**src/rtl/pcs_am_pkg.sv**
```systemverilog
package pcs_am_pkg;

	localparam int NB_DATA  = 66;
	localparam int NB_SH    = 2;
	localparam int NB_BTYPE = 8;
	localparam int N_LANES  = 20;
	// Must track N_LANES to keep the rate balanced
	localparam int N_IDLE   = N_LANES;
	// Scaled down from 16383 for simulation
	localparam int N_BLOCKS = 64;
	localparam int NB_ADDR  = $clog2(N_IDLE) + 1;
	localparam int NB_CNT   = $clog2(N_BLOCKS);
	localparam int NB_LANE  = $clog2(N_LANES);
	localparam int NB_IDLE  = $clog2(N_IDLE + 1);

	localparam logic [NB_SH-1:0]    SH_DATA = 2'b01;
	localparam logic [NB_SH-1:0]    SH_CTRL = 2'b10;
	localparam logic [NB_BTYPE-1:0] BT_IDLE = 8'h1E;

	typedef struct packed {
		logic [NB_SH-1:0]         sh;
		logic [NB_DATA-NB_SH-1:0] payload;
	} pcs_data_s;

	typedef struct packed {
		logic [NB_SH-1:0]                  sh;
		logic [NB_BTYPE-1:0]               btype;
		logic [NB_DATA-NB_SH-NB_BTYPE-1:0] payload;
	} pcs_ctrl_s;

	typedef union packed {
		pcs_data_s data;
		pcs_ctrl_s ctrl;
	} pcs_block_u;

	typedef struct packed {
		logic       valid;
		logic       am;
		pcs_block_u block;
	} cc_out_s;

	localparam logic [NB_DATA-1:0] PCS_IDLE = {SH_CTRL, BT_IDLE, 56'h0};

	// M0 M1 M2 BIP3 ~M0 ~M1 ~M2 BIP7
	// BIP fields left at zero
	localparam logic [NB_DATA-1:0] AM_TABLE [N_LANES] = '{
		66'h2_C16821_00_3E97DE_00, 66'h2_9D718E_00_628E71_00,
		66'h2_594BE8_00_A6B417_00, 66'h2_4D957B_00_B26A84_00,
		66'h2_F50709_00_0AF8F6_00, 66'h2_DD14C2_00_22EB3D_00,
		66'h2_9A4A26_00_65B5D9_00, 66'h2_7B4566_00_84BA99_00,
		66'h2_A02476_00_5FDB89_00, 66'h2_68C9FB_00_973604_00,
		66'h2_FD6C99_00_029366_00, 66'h2_B99155_00_466EAA_00,
		66'h2_5CB9B2_00_A3464D_00, 66'h2_1AF8BD_00_E50742_00,
		66'h2_83C7CA_00_7C3835_00, 66'h2_3536CD_00_CAC932_00,
		66'h2_C4314C_00_3BCEB3_00, 66'h2_ADD6B7_00_522948_00,
		66'h2_5F662A_00_A099D5_00, 66'h2_C0F0E5_00_3F0F1A_00
	};

endpackage

```
**src/rtl/am_inserter.sv**
```systemverilog
`timescale 1ns/100ps

module am_inserter (
	input  logic                   i_clock,
	input  logic                   i_arst_n,
	input  logic                   i_enable,
	input  pcs_am_pkg::cc_out_s    i_cc,
	output logic                   o_valid,
	output logic                   o_am_flag,
	output pcs_am_pkg::pcs_block_u o_block
);

	import pcs_am_pkg::*;

	logic [NB_LANE-1:0] lane;

	always_ff @(posedge i_clock or negedge i_arst_n) begin
		if (!i_arst_n) begin
			o_valid   <= 1'b0;
			o_am_flag <= 1'b0;
			lane      <= '0;
		end
		else if (i_enable) begin
			o_valid   <= i_cc.valid;
			o_am_flag <= i_cc.am;
			if (i_cc.am) begin
				if (lane == NB_LANE'(N_LANES - 1)) begin
					lane <= '0;
				end
				else begin
					lane <= lane + 1'b1;
				end
			end
		end
		else begin
			o_valid   <= 1'b0;
			o_am_flag <= 1'b0;
		end
	end

	// Marker slots take the entry of the current lane
	always_ff @(posedge i_clock) begin
		if (i_enable) begin
			if (i_cc.am) begin
				o_block <= AM_TABLE[lane];
			end
			else begin
				o_block <= i_cc.block;
			end
		end
	end

endmodule

```
**src/rtl/am_mod_counter.sv**
```systemverilog
`timescale 1ns/100ps

module am_mod_counter (
	input  logic i_clock,
	input  logic i_arst_n,
	input  logic i_enable,
	input  logic i_valid,
	output logic o_block_count_done,
	output logic o_insert_am,
	output logic o_read_enable
);

	import pcs_am_pkg::*;

	logic [NB_CNT-1:0]  block_cnt;
	logic [NB_LANE-1:0] am_cnt;
	logic               am_phase;
	logic               last_am;

	// Last accepted block of the period
	assign o_block_count_done = i_enable && i_valid && (block_cnt == NB_CNT'(N_BLOCKS - 1));
	assign last_am            = (am_cnt == NB_LANE'(N_LANES - 1));

	assign o_insert_am   = am_phase;
	assign o_read_enable = !am_phase;

	// Input blocks keep counting through the marker window
	always_ff @(posedge i_clock or negedge i_arst_n) begin
		if (!i_arst_n) begin
			block_cnt <= '0;
		end
		else if (i_enable && i_valid) begin
			if (o_block_count_done) begin
				block_cnt <= '0;
			end
			else begin
				block_cnt <= block_cnt + 1'b1;
			end
		end
	end

	always_ff @(posedge i_clock or negedge i_arst_n) begin
		if (!i_arst_n) begin
			am_phase <= 1'b0;
			am_cnt   <= '0;
		end
		else if (i_enable) begin
			if (am_phase) begin
				if (last_am) begin
					am_phase <= 1'b0;
					am_cnt   <= '0;
				end
				else begin
					am_cnt <= am_cnt + 1'b1;
				end
			end
			else if (o_block_count_done) begin
				am_phase <= 1'b1;
			end
		end
	end

endmodule

```
**src/rtl/clock_comp_tx.sv**
```systemverilog
`timescale 1ns/100ps

module clock_comp_tx (
	input  logic                   i_clock,
	input  logic                   i_arst_n,
	input  logic                   i_enable,
	input  logic                   i_valid,
	input  pcs_am_pkg::pcs_block_u i_block,
	output pcs_am_pkg::cc_out_s    o_cc
);

	import pcs_am_pkg::*;

	logic       idle_detected;
	logic       idle_drop;
	logic       idle_count_done;
	logic       block_count_done;
	logic       insert_am;
	logic       read_enable;
	logic       fifo_write;
	logic       fifo_empty;
	logic       fifo_full;
	pcs_block_u fifo_data;

	idle_counter u_idle_counter (
		.i_clock            (i_clock),
		.i_arst_n           (i_arst_n),
		.i_enable           (i_enable),
		.i_idle_drop        (idle_drop),
		.i_block_count_done (block_count_done),
		.o_idle_count_done  (idle_count_done)
	);

	am_mod_counter u_am_mod_counter (
		.i_clock            (i_clock),
		.i_arst_n           (i_arst_n),
		.i_enable           (i_enable),
		.i_valid            (i_valid),
		.o_block_count_done (block_count_done),
		.o_insert_am        (insert_am),
		.o_read_enable      (read_enable)
	);

	sync_fifo u_sync_fifo (
		.i_clock  (i_clock),
		.i_arst_n (i_arst_n),
		.i_enable (i_enable),
		.i_write  (fifo_write),
		.i_read   (read_enable),
		.i_data   (i_block),
		.o_empty  (fifo_empty),
		.o_full   (fifo_full),
		.o_data   (fifo_data)
	);

	assign idle_detected = i_valid && (i_block.ctrl.sh == SH_CTRL)
		&& (i_block.ctrl.btype == BT_IDLE) && (i_block.ctrl.payload == '0);

	// Drop idles until the quota of this period is met
	assign idle_drop  = idle_detected && !idle_count_done;
	assign fifo_write = i_valid && !idle_drop;

	always_comb begin
		o_cc.valid = insert_am || !fifo_empty;
		o_cc.am    = insert_am;
		if (!insert_am && !fifo_empty) begin
			o_cc.block = fifo_data;
		end
		else begin
			o_cc.block = PCS_IDLE;
		end
	end

endmodule

```
**src/rtl/idle_counter.sv**
```systemverilog
`timescale 1ns/100ps

module idle_counter (
	input  logic i_clock,
	input  logic i_arst_n,
	input  logic i_enable,
	input  logic i_idle_drop,
	input  logic i_block_count_done,
	output logic o_idle_count_done
);

	import pcs_am_pkg::*;

	logic [NB_IDLE-1:0] idle_count;

	assign o_idle_count_done = (idle_count == NB_IDLE'(N_IDLE));

	always_ff @(posedge i_clock or negedge i_arst_n) begin
		if (!i_arst_n) begin
			idle_count <= '0;
		end
		else if (i_enable) begin
			// New period wins over a drop in the same cycle
			if (i_block_count_done) begin
				idle_count <= '0;
			end
			else if (i_idle_drop && !o_idle_count_done) begin
				idle_count <= idle_count + 1'b1;
			end
		end
	end

endmodule

```
**src/rtl/pcs_am_tx.sv**
```systemverilog
`timescale 1ns/100ps

module pcs_am_tx (
	input  logic                   i_clock,
	input  logic                   i_arst_n,
	input  logic                   i_enable,
	input  logic                   i_valid,
	input  pcs_am_pkg::pcs_block_u i_block,
	output logic                   o_valid,
	output logic                   o_am_flag,
	output pcs_am_pkg::pcs_block_u o_block
);

	import pcs_am_pkg::*;

	cc_out_s cc;

	clock_comp_tx u_clock_comp_tx (
		.i_clock  (i_clock),
		.i_arst_n (i_arst_n),
		.i_enable (i_enable),
		.i_valid  (i_valid),
		.i_block  (i_block),
		.o_cc     (cc)
	);

	am_inserter u_am_inserter (
		.i_clock   (i_clock),
		.i_arst_n  (i_arst_n),
		.i_enable  (i_enable),
		.i_cc      (cc),
		.o_valid   (o_valid),
		.o_am_flag (o_am_flag),
		.o_block   (o_block)
	);

endmodule

```
**src/rtl/sync_fifo.sv**
```systemverilog
`timescale 1ns/100ps

module sync_fifo (
	input  logic                   i_clock,
	input  logic                   i_arst_n,
	input  logic                   i_enable,
	input  logic                   i_write,
	input  logic                   i_read,
	input  pcs_am_pkg::pcs_block_u i_data,
	output logic                   o_empty,
	output logic                   o_full,
	output pcs_am_pkg::pcs_block_u o_data
);

	import pcs_am_pkg::*;

	localparam int DEPTH = 2 ** NB_ADDR;

	pcs_block_u         mem [DEPTH];
	logic [NB_ADDR-1:0] wr_ptr;
	logic [NB_ADDR-1:0] rd_ptr;
	logic [NB_ADDR:0]   count;
	logic               do_write;
	logic               do_read;

	assign o_empty = (count == '0);
	assign o_full  = (count == (NB_ADDR + 1)'(DEPTH));

	assign do_write = i_enable && i_write && !o_full;
	assign do_read  = i_enable && i_read && !o_empty;

	// Head is visible before the read strobe
	assign o_data = mem[rd_ptr];

	always_ff @(posedge i_clock) begin
		if (do_write) begin
			mem[wr_ptr] <= i_data;
		end
	end

	always_ff @(posedge i_clock or negedge i_arst_n) begin
		if (!i_arst_n) begin
			wr_ptr <= '0;
			rd_ptr <= '0;
			count  <= '0;
		end
		else begin
			if (do_write) begin
				wr_ptr <= wr_ptr + 1'b1;
			end
			if (do_read) begin
				rd_ptr <= rd_ptr + 1'b1;
			end
			case ({do_write, do_read})
				2'b10: count <= count + 1'b1;
				2'b01: count <= count - 1'b1;
				default: count <= count;
			endcase
		end
	end

endmodule

```
**config.mk**
```make
export PLATFORM = sky130hd
export DESIGN_NAME = pcs_am_tx
export DESIGN_NICKNAME = d
export VERILOG_FILES = /design/src/rtl/pcs_am_pkg.sv /design/src/rtl/am_inserter.sv /design/src/rtl/am_mod_counter.sv /design/src/rtl/clock_comp_tx.sv /design/src/rtl/idle_counter.sv /design/src/rtl/pcs_am_tx.sv /design/src/rtl/sync_fifo.sv
export SDC_FILE = /design/constraint.sdc
export NUM_CORES = 2
export LEC_CHECK = 0
export BUFFER_PORTS_ARGS = -buffer_cell sky130_fd_sc_hd__buf_2
export CELL_PAD_IN_SITES_DETAIL_PLACEMENT = 1
export CELL_PAD_IN_SITES_GLOBAL_PLACEMENT = 2
export CORE_ASPECT_RATIO = 1.4
export CORE_MARGIN = 5
export CORE_UTILIZATION = 35
export DETAILED_ROUTE_END_ITERATION = 8
export PLACE_DENSITY = 0.67
export SYNTH_ARGS = -nofsm -noshare
export SYNTH_HDL_FRONTEND = slang
export SYNTH_MEMORY_MAX_BITS = 65536
export SYNTH_SLANG_ARGS = --single-unit
```
**constraint.sdc**
```tcl
create_clock -name i_clock -period 10.7 [get_ports i_clock]
set_input_delay 2.14 -clock i_clock [delete_from_list [all_inputs] [get_ports i_clock]]
set_output_delay 2.14 -clock i_clock [all_outputs]
set_load 0.02 [all_outputs]
```
; ---- Word level (Yosys, flattened, before mapping)
; Memory sizes are Yosys's and may differ from the RTL's.
; Index checks and enable logic that the tools add are counted.
[totals]
mem_count = 2
input_bits = 70
rom_bits = 2112
regBits = 109
elab_cells = 74
output_inout_bits = 68
ram_bits = 4224
[mem_list]
columns = name, words, word_bits, read_ports, rd_ports_with_merged_regs, wr, line_no
row1 = u_clock_comp_tx.u_sync_fifo.mem, 64, 66, 1, 0, 1, sync_fifo.sv:19  ; pcs_block_u mem [DEPTH];
row2 = (name not given), 32, 66, 1, 0, 0, am_inserter.sv:45  ; o_block <= AM_TABLE[lane];
[classes]
eq_ne = 9
muxes = 17
n_reduce_logical = 25
order_cmp = 1
n_addsub = 8
n_bitwise = 1
[op_table]
columns = cell, n
row1 = 66-bit two-way mux, 4
row2 = 56-bit zero test, 1
row3 = 5-bit two-way mux, 4
row4 = "6-bit by 1-bit adder with 6-bit output, second input constant", 3
row5 = "5-bit by 1-bit adder with 5-bit output, second input constant", 3
row6 = "5-bit equality test, second input constant", 3
row7 = 7-bit one-hot mux with 2 select lines, 1
row8 = 1-bit logical AND, 13
row9 = "8-bit by 5-bit equality test with 1-bit output, second input constant", 1
row10 = "7-bit by 1-bit adder with 7-bit output, second input constant", 1
row11 = "7-bit equality test, second input constant", 1
row12 = 7-bit zero test, 1
row13 = 1-bit two-way mux, 7
row14 = "7-bit by 1-bit subtractor with 7-bit output, second input constant", 1
row15 = "6-bit equality test, second input constant", 1
row16 = "6-bit >= comparator, second input constant", 1
row17 = 6-bit two-way mux, 1
row18 = 5-bit inverter with 6-bit output, 1
row19 = 1-bit zero test, 5
row20 = "2-bit equality test, second input constant", 2
row21 = 2-bit AND reduction, 2
row22 = 2-bit nonzero test, 2
row23 = "2-bit by 1-bit equality test with 1-bit output, second input constant", 1
row24 = 1-bit logical OR, 1

; ---- Logic depth before layout (Yosys ltp)
[depth]
depth_word = 11
ltp_mapped = 18
depth_no_buf = 17

; ---- Cells and area by module
; From an unflattened synthesis, not the netlist that was laid out.
[hier_totals]
cells_unflattened = 7717
hier_area_um2 = 167568.2
[modules_own_cells]
columns = mod, instances, cells_each, area_per_inst_um2, seq_area_each_um2
row1 = sync_fifo, 1, 7142, 161916.5, 127317.1
row2 = am_inserter, 1, 386, 4103.9, 2157.1
row3 = clock_comp_tx, 1, 102, 658.1, 0.0
row4 = am_mod_counter, 1, 55, 588.1, 300.3
row5 = idle_counter, 1, 32, 301.5, 125.1

; ---- Least setup slack after synthesis
; No wires, ideal clock.
[synth_path]
kind = input to register
start = input i_block[59] (netlist bit)
end = memory u_clock_comp_tx.u_sync_fifo.mem[42][0] (netlist bit), enable pin
n_path_buf = 2
setup_ns = 0.654
cell_stages = 9
t_required_ns = 10.046
path_slack_ns = 0.461
t_arrival_ns = 9.585
cell_sequence = and4b_1 -> nand4_1 -> nor2_1 -> nand3b_1 -> and2_1 -> inv_1 -> buf_2 -> buf_1 -> nor4_1
[synth_via]
elab_chain_cells = 10
[synth_rtl]
columns = item, line_no
row1 = "start, declared", pcs_am_tx.sv:8  ; input pcs_am_pkg::pcs_block_u i_block,
row2 = 8-bit by 5-bit equality test with 1-bit output, clock_comp_tx.sv:57  ; && (i_block.ctrl.btype == BT_IDLE) && (i_block.ctrl.payload == '0);
row3 = 1-bit logical AND (2 in a row), clock_comp_tx.sv:57
row4 = 1-bit logical AND, clock_comp_tx.sv:60  ; assign idle_drop = idle_detected && !idle_count_done;
row5 = 1-bit zero test, clock_comp_tx.sv:61  ; assign fifo_write = i_valid && !idle_drop;
row6 = 1-bit logical AND, clock_comp_tx.sv:61
row7 = 1-bit logical AND (2 in a row), sync_fifo.sv:29  ; assign do_write = i_enable && i_write && !o_full;
row8 = 1-bit two-way mux, sync_fifo.sv:36  ; if (do_write) begin
row9 = 1-bit two-way mux (not written as such), sync_fifo.sv:37  ; mem[wr_ptr] <= i_data;
row10 = "end, declared", sync_fifo.sv:19
; No other way between the ends.

; ---- Final worst setup path
[layout_path]
start = input i_block[46] (netlist bit)
end = memory u_clock_comp_tx.u_sync_fifo.mem[32][33] (netlist bit), enable pin
[layout_via]
elab_chain_cells = 9
[layout_rtl]
columns = item, line_no
row1 = 56-bit zero test, clock_comp_tx.sv:57
row2 = 1-bit logical AND, clock_comp_tx.sv:57
row3 = 1-bit logical AND, clock_comp_tx.sv:60
row4 = 1-bit zero test, clock_comp_tx.sv:61
row5 = 1-bit logical AND, clock_comp_tx.sv:61
row6 = 1-bit logical AND (2 in a row), sync_fifo.sv:29
row7 = 1-bit two-way mux, sync_fifo.sv:36
row8 = 1-bit two-way mux (not written as such), sync_fifo.sv:37
; No other way between the ends.

==> run metrics <==
status=finished, violations left; failing checks=capacitance limit; H-Tree Depth=5; Final min period=6650 ps; DR iter-0 viols=between 10000 and 15000; Synth Area in Adders=0.00185; Placer Congestion=0.837; vias per cell=5.87; global-route wire length before repair=769000 um; CTS tree=done; post-synthesis simple-gate area fraction=0.0135; final core occ=0.400; Reg-to-Reg End=u_am_inserter.o_block[12]; top cells by area, synth=edfxtp_1 77%, mux4_2 14%, mux2i_1 1.8%; Worst Setup Path Type=primary input to flip-flop; share of the synthesized area in the top cell type=0.773; largest net degree at the start of global routing=about 120; Post-DP HPWL=337000 um; Static Leak=58.9 nW; hold buffer count at cts=0; nets@finish=7895; Die Height=826 um; die width=about 590 um; wire per inst=39.2 um; worst skew pair latency=990 ps; Non-Filler Instances=14500; worst min path class=flip-flop to flip-flop; # setup viols final=0; async set or reset register ratio after synthesis=0.00992; clk_skew=107 ps; fin area=approximately 190000 um^2; row cnt=299; layout cells sized above 1=0.282; CTS root buf=clkbuf_16; number of top-level pins=138; WHS=494 ps; Post-synth EDFFs=4290; Yosys top cell by area=edfxtp_1; global route overflow=0; clk sinks=4333; Residual DRC=0; Initial DRT Pass Iterations=8; Clk pin slew, worst setup/hold paths=about 60 ps; Critical Path AT=7120 ps; CP startpoint=i_block[46]; Synth Area per Inst=22.8 um^2; Total GRT Usage=0.228; cells on worst reg2reg path=6; post-synthesis mux area share=0.162; Hold Violations, Final=0; Initial Utilization=0.351; cell count after placement=13700; unrepaired setup endpoints after global routing=no; postcts setup bufs=0; core area=474000 um^2; DRT Wirelength=approximately 570000 um; worst vdd ir=between 0.0002 and 0.00025 V; pwr dens=259 nW/um^2; xor and xnor area share after synthesis=0.00116; worst reg2reg path startpoint=u_clock_comp_tx.u_sync_fifo.rd_ptr[0]; Compound-Gate Fraction of Synth Area=0.0271; CP Capture Point=u_clock_comp_tx.u_sync_fifo.mem[32][33]; post-synthesis cell area=approximately 170000 um^2; Unique masters post-synth=72; sequential fraction of the synthesis area=0.780; Max-Cap Viols=1; Max Root-Sink Buffers=4; worst-path maximum fanout=65; Main synth FF type=edfxtp_1; critical path required time=roughly 11000 ps; list of most frequent post-synthesis cells=4290 x edfxtp_1, 1063 x mux4_2, 295 x mux2i_1; largest family of logic cells by synthesized area=multiplexers; vias in the first global route=87000; Setup TNS=0 ps; Yosys Warn Count=0; Critical Path Source Type=primary input; Synth Register Bits=4333; final worst-path cycle share=0.621; Layout area overhead=13.9%; Worst Max-Slew Pin Slew=1490 ps; antenna violations before repair=40; Antenna Nets Post-Route=0; post_cts resized=0; Slew Limit Fails=0; most frequent cell after synthesis=edfxtp_1; IO Port Bufs=137; cts bufs inserted=399; slew margin rel.=0.00671; Die ar.=490000 um^2; Syn Nets=roughly 7400; Critical Path Sink Type=flip-flop; FMAX=150 MHz; DP Area=177000 um^2; Synth Instances=7302; FF-to-FF setup slack=5360 ps; Vias=approximately 85000
==> stage by stage <==
stage	setup slack [ps]	power, mW
2_1_floorplan	461	28.6
3_3_place_gp	3270	34.8
3_5_place_dp	3250	34.9
4_1_cts	4220	49.5
5_1_grt	4140	50.6
6_report	4050	49.1
==> power breakdown <==
group	leakage (nW)	internal (mW)	switching (mW)
Sequential	39.2	19.2	0.335
Clock	6.41	8.19	6.44
Combinational	13.3	5.49	9.46
Total	58.9	32.9	16.2
==> cell type report <==
class / instances / area [um^2]
clock inverters: 249 / 2620
inverters: 25 / 98.8
multi-input cells: 2526 / 34900
well taps: 6321 / 7910
diodes: 22 / 55.1
fillers: 44400 / 284000
clock buffers: 478 / 10500
repair buffers: 516 / 3740
flip-flops and latches: 4333 / 130000
==> cell families after synthesis <==
| logic type | Yosys count |
|---|---|
| AO/OA/AOI/OAI | 660 |
| XOR/XNOR | 22 |
| adder cells (fa/ha/maj) | 24 |
| buffers and inverters | 443 |
| flip-flops | 4333 |
| multiplexers | 1370 |
| AND/OR/NAND/NOR | 450 |
==> registers in the layout (all words and copies together) (netlist names) <==
| signal | count |
|---|---|
| u_clock_comp_tx.u_sync_fifo.mem | 4224 |
| u_am_inserter.o_block | 66 |
| u_clock_comp_tx.u_sync_fifo.count | 7 |
| u_clock_comp_tx.u_am_mod_counter.block_cnt | 6 |
| u_clock_comp_tx.u_sync_fifo.rd_ptr | 6 |
| u_clock_comp_tx.u_sync_fifo.wr_ptr | 6 |
| u_am_inserter.lane | 5 |
| u_clock_comp_tx.u_am_mod_counter.am_cnt | 5 |
| u_clock_comp_tx.u_idle_counter.idle_count | 5 |
| u_am_inserter.o_am_flag | 1 |
| u_am_inserter.o_valid | 1 |
| u_clock_comp_tx.u_am_mod_counter.o_insert_am | 1 |
==> critical path, stage by stage <==
cell	delay, ps
buf_2	100
buf_4	280
nor4b_1	860
nand4_1	380
nor2_1	300
nand3b_1	270
and2_1	300
inv_2	590
buf_4	650
nor4_2	130
buf_4	330
buf_4	440
==> metal layers <==
| layer | wire, um | up-vias | share of wire | GRT usage |
|---|---|---|---|---|
| met5 | 92 | - | 0.00016 | 0 |
| met4 | 31300 | 16 | 0.055 | 0.109 |
| met3 | 46700 | 984 | 0.082 | 0.0423 |
| met2 | 286000 | 4633 | 0.50 | 0.386 |
| met1 | 204000 | 46900 | 0.36 | 0.282 |
| li1 | - | 32300 | - | - |
==> worst min-delay path by stage <==
stage / cells after the start / end / startpoint
finish: 1 / u_clock_comp_tx.u_am_mod_counter.block_cnt[5] / u_clock_comp_tx.u_am_mod_counter.block_cnt[5]
global route: 1 / u_clock_comp_tx.u_am_mod_counter.block_cnt[5] / u_clock_comp_tx.u_am_mod_counter.block_cnt[5]
CTS: 1 / u_clock_comp_tx.u_am_mod_counter.block_cnt[5] / u_clock_comp_tx.u_am_mod_counter.block_cnt[5]
detailed placement: 1 / u_clock_comp_tx.u_am_mod_counter.block_cnt[5] / u_clock_comp_tx.u_am_mod_counter.block_cnt[5]
global placement: 1 / u_clock_comp_tx.u_am_mod_counter.block_cnt[5] / u_clock_comp_tx.u_am_mod_counter.block_cnt[5]
floorplan: 1 / u_clock_comp_tx.u_am_mod_counter.block_cnt[5] / u_clock_comp_tx.u_am_mod_counter.block_cnt[5]
==> cell usage in the layout, fill, tap and decap left out, types with 36 or more instances in the layout <==
master / n
buf_4: 362
dfrtp_1: 36
clkinv_1: 75
buf_2: 135
mux4_2: 1063
mux2i_1: 295
a22oi_1: 79
nor2_1: 84
clkbuf_16: 406
clkinv_2: 82
nor4_2: 56
edfxtp_1: 4290
nand3_1: 42
clkbuf_1: 65
o21ai_0: 79
a211oi_1: 74
bufinv_16: 48
o221ai_1: 39
o22ai_1: 106
a21oi_1: 105
nand2_1: 106
Power figures use the tool's default switching activity.
